===== src/rtl/rp_pkg.sv =====
// shared definitions for the instrument fabric
// widths, region map, register offsets, bus address view and code helpers
`default_nettype none

package rp_pkg;

  // ------------------------------
  // widths
  localparam int ADC_W    = 14;                          // sample width
  localparam int SUM_W    = 15;                          // sums before saturation
  localparam int SYS_W    = 32;                          // bus data and address
  localparam int REGION_W = 10;                          // region index field
  localparam int OFFSET_W = 20;                          // in-region offset field

  localparam int ADC_MAX  = 2 ** (ADC_W - 1) - 1;        // +8191
  localparam int ADC_MIN  = -(2 ** (ADC_W - 1));         // -8192

  // ------------------------------
  // region map
  localparam int SYS_REGIONS = 8;                        // decoded regions
  localparam int REGION_HK   = 0;
  localparam int REGION_MIX  = 1;
  localparam int REGION_PID  = 2;                        // last used one, rest free
  localparam logic [REGION_W-1:0] SYSCONF_REGION = '1;   // config region, all ones

  localparam logic [SYS_W-1:0]    SYSCONF_ID          = 32'hfff00001;
  localparam logic [OFFSET_W-1:0] SYSCONF_ID_OFS      = 20'hf0000;
  localparam logic [OFFSET_W-1:0] SYSCONF_REGIONS_OFS = 20'hf0004;

  // ------------------------------
  // register offsets
  localparam logic [OFFSET_W-1:0] HK_EXP_OFS = 20'h00;   // expansion inputs, ro
  localparam logic [OFFSET_W-1:0] HK_LED_OFS = 20'h30;   // leds, rw
  localparam logic [OFFSET_W-1:0] MIX_OFS_A  = 20'h00;
  localparam logic [OFFSET_W-1:0] MIX_OFS_B  = 20'h04;
  localparam logic [OFFSET_W-1:0] PID_SP_A   = 20'h00;
  localparam logic [OFFSET_W-1:0] PID_KP_A   = 20'h04;
  localparam logic [OFFSET_W-1:0] PID_SP_B   = 20'h08;
  localparam logic [OFFSET_W-1:0] PID_KP_B   = 20'h0c;

  localparam int PID_SHIFT = 12;                         // product scaling

  // bus address, raw or split into region and offset
  typedef struct packed {
    logic [1:0]          unused;
    logic [REGION_W-1:0] region;
    logic [OFFSET_W-1:0] offset;
  } sys_addr_fields_t;

  typedef union packed {
    logic [SYS_W-1:0] raw;
    sys_addr_fields_t f;
  } sys_addr_t;

  // offset binary, negative slope <-> two's complement, same rule both ways
  function automatic logic [ADC_W-1:0] flip_code(input logic [ADC_W-1:0] d);
    return {d[ADC_W-1], ~d[ADC_W-2:0]};
  endfunction

  // clamp a wide signed value to the sample range
  function automatic logic signed [ADC_W-1:0] sat_adc(input logic signed [SYS_W-1:0] v);
    if (v > ADC_MAX) return ADC_W'(ADC_MAX);             // 1fff
    if (v < ADC_MIN) return ADC_W'(ADC_MIN);             // 2000
    return v[ADC_W-1:0];
  endfunction

endpackage

`default_nettype wire


===== src/rtl/sys_bus_decoder.sv =====
// system bus decoder, splits the address into regions and muxes the returns
// also answers the config region, the free regions and stray addresses itself
`default_nettype none

module sys_bus_decoder (
  input  logic                                          adc_clk,
  input  logic                                          rst_n_i,
  input  rp_pkg::sys_addr_t                             sys_addr_i,
  input  logic                                          sys_wen_i,
  input  logic                                          sys_ren_i,
  output logic [rp_pkg::SYS_REGIONS-1:0]                region_wen_o,
  output logic [rp_pkg::SYS_REGIONS-1:0]                region_ren_o,
  input  logic [rp_pkg::SYS_REGIONS-1:0][rp_pkg::SYS_W-1:0] region_rdata_i,
  input  logic [rp_pkg::SYS_REGIONS-1:0]                region_ack_i,
  output logic [rp_pkg::SYS_W-1:0]                      sys_rdata_o,
  output logic                                          sys_ack_o,
  output logic                                          sys_err_o
);
  import rp_pkg::*;

  logic [REGION_W-1:0]              region;
  logic [$clog2(SYS_REGIONS)-1:0]   region_idx;
  logic                             in_range;
  logic                             conf_hit;
  logic                             free_hit;
  logic                             live_hit;
  logic [SYS_REGIONS-1:0]           region_sel;
  logic                             loc_ack_q;
  logic                             loc_err_q;
  logic [SYS_W-1:0]                 loc_rdata_q;

  // ------------------------------
  // region decode
  assign region     = sys_addr_i.f.region;
  assign region_idx = region[$clog2(SYS_REGIONS)-1:0];
  assign in_range   = region < SYS_REGIONS;
  assign conf_hit   = region == SYSCONF_REGION;
  assign free_hit   = in_range && (region > REGION_PID);  // no block behind it
  assign live_hit   = in_range && !free_hit;              // a region block answers

  assign region_sel   = in_range ? (SYS_REGIONS'(1) << region_idx) : '0;
  assign region_wen_o = region_sel & {SYS_REGIONS{sys_wen_i}};
  assign region_ren_o = region_sel & {SYS_REGIONS{sys_ren_i}};

  // ------------------------------
  // local answers, one cycle after the strobe
  always_ff @(posedge adc_clk) begin
    if (!rst_n_i) begin
      loc_ack_q <= 1'b0;
      loc_err_q <= 1'b0;
    end else begin
      loc_ack_q <= (sys_wen_i | sys_ren_i) & !live_hit;
      loc_err_q <= (sys_wen_i | sys_ren_i) & !in_range & !conf_hit;  // stray address
    end
  end

  always_ff @(posedge adc_clk) begin
    if (sys_ren_i) begin
      if (conf_hit) begin
        case (sys_addr_i.f.offset)
          SYSCONF_ID_OFS:      loc_rdata_q <= SYSCONF_ID;
          SYSCONF_REGIONS_OFS: loc_rdata_q <= SYS_W'(SYS_REGIONS);
          default:             loc_rdata_q <= '0;
        endcase
      end else begin
        loc_rdata_q <= '0;                                 // free or stray reads zero
      end
    end
  end

  // ------------------------------
  // return path, address is held until ack
  always_comb begin
    if (live_hit) begin
      sys_rdata_o = region_rdata_i[region_idx];
      sys_ack_o   = region_ack_i[region_idx];
    end else begin
      sys_rdata_o = loc_rdata_q;
      sys_ack_o   = loc_ack_q;
    end
  end

  assign sys_err_o = loc_err_q;                            // region blocks never fail

endmodule

`default_nettype wire


===== src/rtl/hk_regs.sv =====
// housekeeping region, LED register and expansion input readback
`default_nettype none

module hk_regs (
  input  logic                     adc_clk,
  input  logic                     rst_n_i,
  input  rp_pkg::sys_addr_t        sys_addr_i,
  input  logic [rp_pkg::SYS_W-1:0] sys_wdata_i,
  input  logic                     sys_wen_i,
  input  logic                     sys_ren_i,
  output logic [rp_pkg::SYS_W-1:0] sys_rdata_o,
  output logic                     sys_ack_o,
  input  logic [7:0]               exp_i,
  output logic [7:0]               led_o
);
  import rp_pkg::*;

  always_ff @(posedge adc_clk) begin
    if (!rst_n_i) begin
      led_o     <= '0;
      sys_ack_o <= 1'b0;
    end else begin
      sys_ack_o <= sys_wen_i | sys_ren_i;                  // ack next cycle, always
      if (sys_wen_i && (sys_addr_i.f.offset == HK_LED_OFS))
        led_o <= sys_wdata_i[7:0];                         // whole word write, low byte kept
    end
  end

  // readback, sampled on the read strobe
  always_ff @(posedge adc_clk) begin
    if (sys_ren_i) begin
      case (sys_addr_i.f.offset)
        HK_EXP_OFS: sys_rdata_o <= SYS_W'(exp_i);
        HK_LED_OFS: sys_rdata_o <= SYS_W'(led_o);
        default:    sys_rdata_o <= '0;
      endcase
    end
  end

endmodule

`default_nettype wire


===== src/rtl/adc_frontend.sv =====
// ADC front end, offset binary negative slope to two's complement
`default_nettype none

module adc_frontend (
  input  logic                            adc_clk,
  input  logic                            rst_n_i,
  input  logic [rp_pkg::ADC_W-1:0]        adc_dat_a_i,
  input  logic [rp_pkg::ADC_W-1:0]        adc_dat_b_i,
  output logic signed [rp_pkg::ADC_W-1:0] adc_a_o,
  output logic signed [rp_pkg::ADC_W-1:0] adc_b_o
);
  import rp_pkg::*;

  // one register stage, msb kept, rest inverted
  always_ff @(posedge adc_clk) begin
    if (!rst_n_i) begin
      adc_a_o <= '0;
      adc_b_o <= '0;
    end else begin
      adc_a_o <= flip_code(adc_dat_a_i);                   // ch a
      adc_b_o <= flip_code(adc_dat_b_i);                   // ch b
    end
  end

endmodule

`default_nettype wire


===== src/rtl/pid_p.sv =====
// proportional controller region, kp * (setpoint - sample) per channel
// product registered, then shifted, saturated and registered again
`default_nettype none

module pid_p (
  input  logic                            adc_clk,
  input  logic                            rst_n_i,
  input  rp_pkg::sys_addr_t               sys_addr_i,
  input  logic [rp_pkg::SYS_W-1:0]        sys_wdata_i,
  input  logic                            sys_wen_i,
  input  logic                            sys_ren_i,
  output logic [rp_pkg::SYS_W-1:0]        sys_rdata_o,
  output logic                            sys_ack_o,
  input  logic signed [rp_pkg::ADC_W-1:0] dat_a_i,
  input  logic signed [rp_pkg::ADC_W-1:0] dat_b_i,
  output logic signed [rp_pkg::ADC_W-1:0] dat_a_o,
  output logic signed [rp_pkg::ADC_W-1:0] dat_b_o
);
  import rp_pkg::*;

  logic signed [ADC_W-1:0]       sp_q   [2];               // setpoints
  logic signed [ADC_W-1:0]       kp_q   [2];               // gains
  logic signed [ADC_W-1:0]       dat_in [2];
  logic signed [SUM_W-1:0]       err    [2];               // sp - sample
  logic signed [SUM_W+ADC_W-1:0] prod_q [2];               // stage 1
  logic signed [ADC_W-1:0]       out_q  [2];               // stage 2

  assign dat_in[0] = dat_a_i;
  assign dat_in[1] = dat_b_i;

  // ------------------------------
  // bus registers
  always_ff @(posedge adc_clk) begin
    if (!rst_n_i) begin
      sys_ack_o <= 1'b0;
      for (int i = 0; i < 2; i++) begin
        sp_q[i] <= '0;
        kp_q[i] <= '0;
      end
    end else begin
      sys_ack_o <= sys_wen_i | sys_ren_i;
      if (sys_wen_i) begin
        case (sys_addr_i.f.offset)
          PID_SP_A: sp_q[0] <= sys_wdata_i[ADC_W-1:0];
          PID_KP_A: kp_q[0] <= sys_wdata_i[ADC_W-1:0];
          PID_SP_B: sp_q[1] <= sys_wdata_i[ADC_W-1:0];
          PID_KP_B: kp_q[1] <= sys_wdata_i[ADC_W-1:0];
          default: ;                                       // unmapped, ignored
        endcase
      end
    end
  end

  always_ff @(posedge adc_clk) begin
    if (sys_ren_i) begin
      case (sys_addr_i.f.offset)
        PID_SP_A: sys_rdata_o <= SYS_W'(sp_q[0]);          // sign extended
        PID_KP_A: sys_rdata_o <= SYS_W'(kp_q[0]);
        PID_SP_B: sys_rdata_o <= SYS_W'(sp_q[1]);
        PID_KP_B: sys_rdata_o <= SYS_W'(kp_q[1]);
        default:  sys_rdata_o <= '0;
      endcase
    end
  end

  // ------------------------------
  // datapath, two stages
  always_comb begin
    for (int i = 0; i < 2; i++)
      err[i] = sp_q[i] - dat_in[i];                        // 15 bit, no wrap
  end

  always_ff @(posedge adc_clk) begin
    if (!rst_n_i) begin
      for (int i = 0; i < 2; i++) begin
        prod_q[i] <= '0;
        out_q[i]  <= '0;
      end
    end else begin
      for (int i = 0; i < 2; i++) begin
        prod_q[i] <= err[i] * kp_q[i];
        out_q[i]  <= sat_adc(prod_q[i] >>> PID_SHIFT);     // arith shift, then clamp
      end
    end
  end

  assign dat_a_o = out_q[0];
  assign dat_b_o = out_q[1];

endmodule

`default_nettype wire


===== src/rtl/dac_mixer.sv =====
// DAC mixer region, bus offset plus controller output, saturated
// result converted back to the DAC coding and registered
`default_nettype none

module dac_mixer (
  input  logic                            adc_clk,
  input  logic                            rst_n_i,
  input  rp_pkg::sys_addr_t               sys_addr_i,
  input  logic [rp_pkg::SYS_W-1:0]        sys_wdata_i,
  input  logic                            sys_wen_i,
  input  logic                            sys_ren_i,
  output logic [rp_pkg::SYS_W-1:0]        sys_rdata_o,
  output logic                            sys_ack_o,
  input  logic signed [rp_pkg::ADC_W-1:0] pid_a_i,
  input  logic signed [rp_pkg::ADC_W-1:0] pid_b_i,
  output logic [rp_pkg::ADC_W-1:0]        dac_dat_a_o,
  output logic [rp_pkg::ADC_W-1:0]        dac_dat_b_o
);
  import rp_pkg::*;

  logic signed [ADC_W-1:0] ofs_q  [2];                     // per channel offset
  logic signed [ADC_W-1:0] pid_in [2];
  logic signed [SUM_W-1:0] sum    [2];
  logic [ADC_W-1:0]        dac_q  [2];                     // dac coded

  assign pid_in[0] = pid_a_i;
  assign pid_in[1] = pid_b_i;

  // ------------------------------
  // offset registers
  always_ff @(posedge adc_clk) begin
    if (!rst_n_i) begin
      sys_ack_o <= 1'b0;
      ofs_q[0]  <= '0;
      ofs_q[1]  <= '0;
    end else begin
      sys_ack_o <= sys_wen_i | sys_ren_i;
      if (sys_wen_i && (sys_addr_i.f.offset == MIX_OFS_A))
        ofs_q[0] <= sys_wdata_i[ADC_W-1:0];
      if (sys_wen_i && (sys_addr_i.f.offset == MIX_OFS_B))
        ofs_q[1] <= sys_wdata_i[ADC_W-1:0];
    end
  end

  always_ff @(posedge adc_clk) begin
    if (sys_ren_i) begin
      case (sys_addr_i.f.offset)
        MIX_OFS_A: sys_rdata_o <= SYS_W'(ofs_q[0]);
        MIX_OFS_B: sys_rdata_o <= SYS_W'(ofs_q[1]);
        default:   sys_rdata_o <= '0;
      endcase
    end
  end

  // ------------------------------
  // sum, clamp to 1fff / 2000, code
  always_comb begin
    for (int i = 0; i < 2; i++)
      sum[i] = ofs_q[i] + pid_in[i];
  end

  always_ff @(posedge adc_clk) begin
    if (!rst_n_i) begin
      dac_q[0] <= flip_code('0);                           // code of zero, 1fff
      dac_q[1] <= flip_code('0);
    end else begin
      for (int i = 0; i < 2; i++)
        dac_q[i] <= flip_code(sat_adc(sum[i]));
    end
  end

  assign dac_dat_a_o = dac_q[0];
  assign dac_dat_b_o = dac_q[1];

endmodule

`default_nettype wire


===== src/rtl/rp_top.sv =====
// instrument fabric top, bus decoder, housekeeping and the ADC to DAC chain
`default_nettype none

module rp_top (
  input  logic                     adc_clk,
  input  logic                     rst_n_i,
  input  logic [rp_pkg::ADC_W-1:0] adc_dat_a_i,
  input  logic [rp_pkg::ADC_W-1:0] adc_dat_b_i,
  input  logic [7:0]               exp_i,
  input  rp_pkg::sys_addr_t        sys_addr_i,
  input  logic [rp_pkg::SYS_W-1:0] sys_wdata_i,
  input  logic                     sys_wen_i,
  input  logic                     sys_ren_i,
  output logic [rp_pkg::SYS_W-1:0] sys_rdata_o,
  output logic                     sys_ack_o,
  output logic                     sys_err_o,
  output logic [7:0]               led_o,
  output logic [rp_pkg::ADC_W-1:0] dac_dat_a_o,
  output logic [rp_pkg::ADC_W-1:0] dac_dat_b_o
);
  import rp_pkg::*;

  logic [SYS_REGIONS-1:0]            region_wen;
  logic [SYS_REGIONS-1:0]            region_ren;
  logic [SYS_REGIONS-1:0][SYS_W-1:0] region_rdata;
  logic [SYS_REGIONS-1:0]            region_ack;
  logic signed [ADC_W-1:0]           adc_a, adc_b;         // two's complement samples
  logic signed [ADC_W-1:0]           pid_a, pid_b;

  // ------------------------------
  // bus
  sys_bus_decoder dec_i (
    .adc_clk(adc_clk), .rst_n_i(rst_n_i),
    .sys_addr_i(sys_addr_i), .sys_wen_i(sys_wen_i), .sys_ren_i(sys_ren_i),
    .region_wen_o(region_wen), .region_ren_o(region_ren),
    .region_rdata_i(region_rdata), .region_ack_i(region_ack),
    .sys_rdata_o(sys_rdata_o), .sys_ack_o(sys_ack_o), .sys_err_o(sys_err_o)
  );

  // free slots stay quiet, decoder answers them
  assign region_rdata[SYS_REGIONS-1:REGION_PID+1] = '0;
  assign region_ack[SYS_REGIONS-1:REGION_PID+1]   = '0;

  hk_regs hk_i (
    .adc_clk(adc_clk), .rst_n_i(rst_n_i),
    .sys_addr_i(sys_addr_i), .sys_wdata_i(sys_wdata_i),
    .sys_wen_i(region_wen[REGION_HK]), .sys_ren_i(region_ren[REGION_HK]),
    .sys_rdata_o(region_rdata[REGION_HK]), .sys_ack_o(region_ack[REGION_HK]),
    .exp_i(exp_i), .led_o(led_o)
  );

  // ------------------------------
  // adc -> pid -> mixer -> dac, 4 cycles
  adc_frontend adc_i (
    .adc_clk(adc_clk), .rst_n_i(rst_n_i),
    .adc_dat_a_i(adc_dat_a_i), .adc_dat_b_i(adc_dat_b_i),
    .adc_a_o(adc_a), .adc_b_o(adc_b)
  );

  pid_p pid_i (
    .adc_clk(adc_clk), .rst_n_i(rst_n_i),
    .sys_addr_i(sys_addr_i), .sys_wdata_i(sys_wdata_i),
    .sys_wen_i(region_wen[REGION_PID]), .sys_ren_i(region_ren[REGION_PID]),
    .sys_rdata_o(region_rdata[REGION_PID]), .sys_ack_o(region_ack[REGION_PID]),
    .dat_a_i(adc_a), .dat_b_i(adc_b), .dat_a_o(pid_a), .dat_b_o(pid_b)
  );

  dac_mixer mix_i (
    .adc_clk(adc_clk), .rst_n_i(rst_n_i),
    .sys_addr_i(sys_addr_i), .sys_wdata_i(sys_wdata_i),
    .sys_wen_i(region_wen[REGION_MIX]), .sys_ren_i(region_ren[REGION_MIX]),
    .sys_rdata_o(region_rdata[REGION_MIX]), .sys_ack_o(region_ack[REGION_MIX]),
    .pid_a_i(pid_a), .pid_b_i(pid_b),
    .dac_dat_a_o(dac_dat_a_o), .dac_dat_b_o(dac_dat_b_o)
  );

endmodule

`default_nettype wire


===== config.mk =====
export PLATFORM = sky130hd
export DESIGN_NAME = rp_top
export DESIGN_NICKNAME = d
export VERILOG_FILES = /design/src/rtl/rp_pkg.sv /design/src/rtl/sys_bus_decoder.sv /design/src/rtl/hk_regs.sv /design/src/rtl/adc_frontend.sv /design/src/rtl/pid_p.sv /design/src/rtl/dac_mixer.sv /design/src/rtl/rp_top.sv
export SDC_FILE = /design/constraint.sdc
export NUM_CORES = 2
export LEC_CHECK = 0
export ABC_AREA = 1
export BUFFER_PORTS_ARGS = -buffer_cell sky130_fd_sc_hd__buf_2
export CAP_MARGIN = 10
export CORE_MARGIN = 3
export CORE_UTILIZATION = 50
export DETAILED_ROUTE_END_ITERATION = 8
export GPL_ROUTABILITY_DRIVEN = 0
export PLACE_DENSITY = 0.74
export SYNTH_ARGS = -nofsm -noshare
export SYNTH_HDL_FRONTEND = slang
export SYNTH_SLANG_ARGS = --single-unit

===== constraint.sdc =====
create_clock -name adc_clk -period 7.6 [get_ports adc_clk]
set_input_delay 0.76 -clock adc_clk [delete_from_list [all_inputs] [get_ports adc_clk]]
set_output_delay 0.76 -clock adc_clk [all_outputs]
set_load 0.03 [all_outputs]

* Word level (Yosys, flattened, before mapping)
Memories as Yosys holds them, arrays and structs flattened.
Index checks and enable logic that the tools add are counted.
** Word-level totals
- Output and inout bits :: 70
- RAM bits :: 198
- Memories :: 6
- Input port bits :: 104
- Register bits :: 169
** Operators by class
- Equal/unequal tests :: 7
- Add/sub/neg operators :: 4
- Bitwise logic cells :: 25
- $mul :: 2
- Magnitude comparators :: 11
- Shift operators :: 1
- Reductions and logical operators :: 10
- Muxes and demuxes :: 87
** Memory list
- pid_i.prod_q :: words 2, bits a word 29, rd ports 2, clocked after Yosys merged registers in 0, wr ports 2, line pid_p.sv:25 : logic signed [SUM_W+ADC_W-1:0] prod_q [2];
- mix_i.dac_q :: words 2, bits a word 14, rd ports 2, clocked after Yosys merged registers in 0, wr ports 2, line dac_mixer.sv:24 : logic [ADC_W-1:0] dac_q [2];
- mix_i.ofs_q :: words 2, bits a word 14, rd ports 2, clocked after Yosys merged registers in 0, wr ports 2, line dac_mixer.sv:21 : logic signed [ADC_W-1:0] ofs_q [2];
- pid_i.kp_q :: words 2, bits a word 14, rd ports 2, clocked after Yosys merged registers in 0, wr ports 2, line pid_p.sv:22 : logic signed [ADC_W-1:0] kp_q [2];
- pid_i.out_q :: words 2, bits a word 14, rd ports 2, clocked after Yosys merged registers in 0, wr ports 2, line pid_p.sv:26 : logic signed [ADC_W-1:0] out_q [2];
- pid_i.sp_q :: words 2, bits a word 14, rd ports 2, clocked after Yosys merged registers in 0, wr ports 2, line pid_p.sv:21 : logic signed [ADC_W-1:0] sp_q [2];
** Operator list (number)
- 2-to-1 mux 14 bit :: 30
- one-hot mux 32 bit (2 select lines) :: 2
- one-hot mux 32 bit (4 select lines) :: 1
- binary-select mux 32 bit (select 3 bit) :: 1
- 2-to-1 mux 32 bit :: 2
- multiplier 15 x 14 -> 29 bit :: 2
- 2-to-1 mux 29 bit :: 2
- inverter 13 bit :: 4
- 2-to-1 mux 1 bit :: 46
- == test 20 bit (second input constant) :: 2
- == test 20 x 4 -> 1 bit (second input constant) :: 2
- > comparator 17 x 14 -> 1 bit (second input constant) :: 2
- less-than comparator 17 x 14 -> 1 bit (second input constant) :: 2
- adder 14 x 14 -> 15 bit :: 2
- > comparator 15 x 14 -> 1 bit (second input constant) :: 2
- less-than comparator 15 x 14 -> 1 bit (second input constant) :: 2
- subtractor 14 x 14 -> 15 bit :: 2
- == test 20 x 3 -> 1 bit (second input constant) :: 1
- == test 20 x 6 -> 1 bit (second input constant) :: 1
- zero test 20 bit :: 1
- OR 1 bit :: 16
- one-hot mux 8 bit (2 select lines) :: 1
- == test 10 bit (second input constant) :: 1
- > comparator 10 x 2 -> 1 bit (second input constant) :: 1
- 9 further kinds :: 19

* Longest topological paths before layout
An unclocked memory read counts as a cell.
- Depth after elaboration :: 12
- Gate-level depth with buffers :: 35
- Depth with buffers taken out :: 35

* Modules after synthesis
A second synthesis with hierarchy kept.
** Unflattened totals
- Cells, all modules :: 4000
- Area total of the unflattened synthesis :: 30739.5 um^2
** Modules (own cells, without submodules)
- pid_p :: area an instance 22874.4 um^2, cells an instance 2879, sequential area each 3363.2 um^2, instances 1
- dac_mixer :: area an instance 4423.0 um^2, cells an instance 568, sequential area each 1841.8 um^2, instances 1
- sys_bus_decoder :: area an instance 1701.6 um^2, cells an instance 370, sequential area each 100.1 um^2, instances 1
- hk_regs :: area an instance 977.2 um^2, cells an instance 121, sequential area each 420.4 um^2, instances 1
- adc_frontend :: area an instance 759.5 um^2, cells an instance 61, sequential area each 560.5 um^2, instances 1
- rp_top :: area an instance 3.8 um^2, cells an instance 1, sequential area each 0.0 um^2, instances 1

* Least setup slack after synthesis
Ideal clock, no wire load.
- Path type :: register -> register
- Start :: mem pid_i.sp_q[0][0]
- End :: mem pid_i.prod_q[0][28] (netlist bit)
- Path slack :: 1035 ps
- Cell stages (with the launch flop) :: 32
- Data required time :: 7487 ps
- Setup time :: 113 ps
- Data arrival time :: 6452 ps
- Cells stage by stage :: edfxtp_1 inv_1 ha_1 inv_1 fa_1 nand2_1 nand3_1 nand3_1 nand2_1 nand2_1 nand2_1 nor2_1 inv_1 fa_1 fa_1 inv_1 fa_1 inv_1 fa_1 fa_1 fa_1 inv_1 ha_1 inv_1 nor3_1 nand2_1 nor3_1 nand2_1 nand2_1 nand2_1 nand2_1 nor2_1
** RTL lines (line)
- start: declaration :: pid_p.sv:21
- end: declaration :: pid_p.sv:25

==> qor.yml <==
status: "finished clean"
setup_tns_ps: 0
end_kind: "flip-flop"
setup.worst_path.class: "reg2reg"
setup_viol: 0
dr.first_iter.drc_count: 1835
antenna_found_initial: 0
drive_gt1_share_pct: 8.14
row_count: 86
core_um2: 55500
finalHoldViolCount: 0
die_h_um: 244
yosysSeqAreaShare_pct: 22.2
synth-edff-count: 122
die_x_um: 244
syn_avg_cell_area_um2: 8.13
cp_max_fo: 8
start_util_pct: 50.9
drc_errors: 0
num_antenna_cells: 0
portBuffers: 153
dr.pass1.iters: 6
r2r_start: "pid_i.sp_q[0][0]$_DFFE_PP_"
cts_buffers: 29
r2r_slack_ps: 360
vias: 22612
synth_top_area_share_pct: 29.5
dp_hpwl_um: 60100
synthCells: 3478
slowest_stage: "fa_1"
drtAntennaViolNets: 0
clockBufferDepth: 3
cts_tree: "built"
grt_max_degree: 42
rsz0062_at_grt: "no"
clkLatencyLatePin_ps: 580
htree_levels: 1
crit_arrival_ps: 7710
grt_use_total_pct: 24.3
yosys_warnings: 0
ys_ff_latch: 253
area_growth_syn_to_layout_pct: 8.61
worst_pin_slew_ps: 1200
crit_path_start_kind: "flip-flop"
grt-ovfl-total: 0
cts-root-buf: "clkbuf_16"
synthTopCellsByCount: "inv_1 (756), nand2_1 (700), nor2_1 (507), fa_1 (416), ha_1 (188)"
nets: 4311
yosys.area.top_type: "fa_1"
syn_nets: 4186
r2r_cells: 29
required_ps: 8070
min_path_type: "in2reg"
clock_sinks: 253
maxSlewHeadroom_pct: 19.4
dp.cells: 4319
clkTransAtPathRegs_ps: 60
hold_depth: 2
slowest_delay_ps: 560
ys.flop_type: "dfxtp_1"
cpLargestDelayFamily: "adder cells"
synth_area_leaders: "fa_1 (29%), edfxtp_1 (13%), inv_1 (10%)"
finalCriticalPeriod_ps: 7240
yosysMostFrequentCell: "inv_1"
avgViaCountPerCell: 5.17
period_share_pct: 95.2
async_flop_share_pct: 0
ioPinCount: 174
hold_start: "adc_dat_a_i[10]"
path_buf_inv: 7
fin_skew_ps: 15.1
avgRoutedWirePerCell_um: 16.4
synthDistinctLibCells: 50
die_area_um2: 59400
first_global_vias: 22338
hold_path_end: "adc_i.adc_a_o[10]$_SDFF_PN0_"
grt_pass1_wl_um: 115000
reg2reg_to: "pid_i.prod_q[0][27]$_SDFF_PN0_"
drt-total-wl_um: 71600
max-cap-violations: 0
slew_viol_final: 0
final_cells: 4373
synth.cell_area_um2: 28300
timing.fmax_ghz: 0.138
## worst max path at each step
stage | end | cells past startpoint | startpoint | slack [ps]
after floorplan | pid_i.prod_q[0][28]$_SDFF_PN0_ | 31 | pid_i.sp_q[0][0]$_DFFE_PP_ | 1040
after global placement | pid_i.prod_q[0][22]$_SDFF_PN0_ | 30 | pid_i.sp_q[0][3]$_DFFE_PP_ | 470
after detailed placement | pid_i.prod_q[0][22]$_SDFF_PN0_ | 30 | pid_i.sp_q[0][3]$_DFFE_PP_ | 430
after CTS | pid_i.prod_q[0][22]$_SDFF_PN0_ | 30 | pid_i.sp_q[0][0]$_DFFE_PP_ | 440
after global routing | pid_i.prod_q[0][22]$_SDFF_PN0_ | 30 | pid_i.sp_q[0][0]$_DFFE_PP_ | 9
final | pid_i.prod_q[0][27]$_SDFF_PN0_ | 29 | pid_i.sp_q[0][0]$_DFFE_PP_ | 360
## repair_timing
action | in CTS | in global routing
buffers inserted | 0 | 1
gates resized for setup | 0 | 6
endpoints found under the hold margin | 0 | 0
hold buffers | 0 | 0
setup endpoints to repair | 0 | 14
## stage by stage
stage / setup slack, ps / hold WS (ps) / util (%) / cell area (um2)
6_report: 365 / 336 / 55.3 / 30700
5_1_grt: 8.77 / 322 / 55.3 / 30700
4_1_cts: 437 / 325 / 55.3 / 30700
3_5_place_dp: 426 / 425 / 53.6 / 29700
3_3_place_gp: 471 / 422 / 53.6 / 29700
2_1_floorplan: 1040 / 416 / - / 28300
## logic make-up after synthesis
| family | Yosys count | share of synthesized area (%) |
|---|---|---|
| XOR/XNOR | 46 | 1.48 |
| AND/OR/NAND/NOR | 1436 | 20.7 |
| buffers and inverters | 854 | 11.7 |
| AO/OA/AOI/OAI | 285 | 6.13 |
| flip-flops | 253 | 22.2 |
| adder cells (fa/ha/maj) | 604 | 37.8 |
## layout by cell type (no fill, tap or decap), types with 7 or more instances in the layout
master / n
xnor2_1: 23
nor3_1: 23
clkinv_1: 12
o211ai_1: 15
nand2_1: 698
fa_1: 415
edfxtp_1: 122
nand4_1: 20
nand3_1: 129
ha_1: 188
xor2_1: 21
buf_2: 153
clkinv_2: 7
o21bai_1: 10
inv_2: 7
a21oi_1: 116
nand2_2: 7
buf_4: 24
nor2_2: 23
a21o_1: 9
a22oi_1: 24
a22o_1: 23
or2_2: 8
clkbuf_16: 29
o21ai_1: 7
inv_1: 755
dfxtp_1: 131
nor2_1: 506
a31oi_1: 8
o21ai_0: 53
## routing by layer
| metal | share of wire [%] | GRT usage, % | up-vias |
|---|---|---|---|
| met4 | 3.0 | 6.66 | 0 |
| met1 | 42 | 33.6 | 10748 |
| met3 | 11 | 6.16 | 125 |
| met2 | 44 | 38.1 | 930 |
| li1 | - | - | 10809 |
| met5 | 0 | 0 | - |
## sequential cells by signal (all words and copies together) (netlist names), 14 cells and up
signal	flops
pid_i.sp_q	28
pid_i.prod_q	34
pid_i.kp_q	28
mix_i.sys_rdata_o	14
adc_i.adc_b_o	14
mix_i.dac_q	28
adc_i.adc_a_o	14
mix_i.ofs_q	28
pid_i.out_q	28
pid_i.sys_rdata_o	14
## cell type report
cell class                      instances  area [um2]
Clock buffer                           30         729
Clock inverter                         23         214
Fill cell                            5095       24800
Inverter                              771        2900
Multi-Input combinational cell       2371       18700
Sequential cell                       253        6290
Tap cell                              748         936
Timing Repair Buffer                  177         946
Power is not shown: default switching activity piles up to over one toggle a cycle in this logic, so the estimate is an artifact.
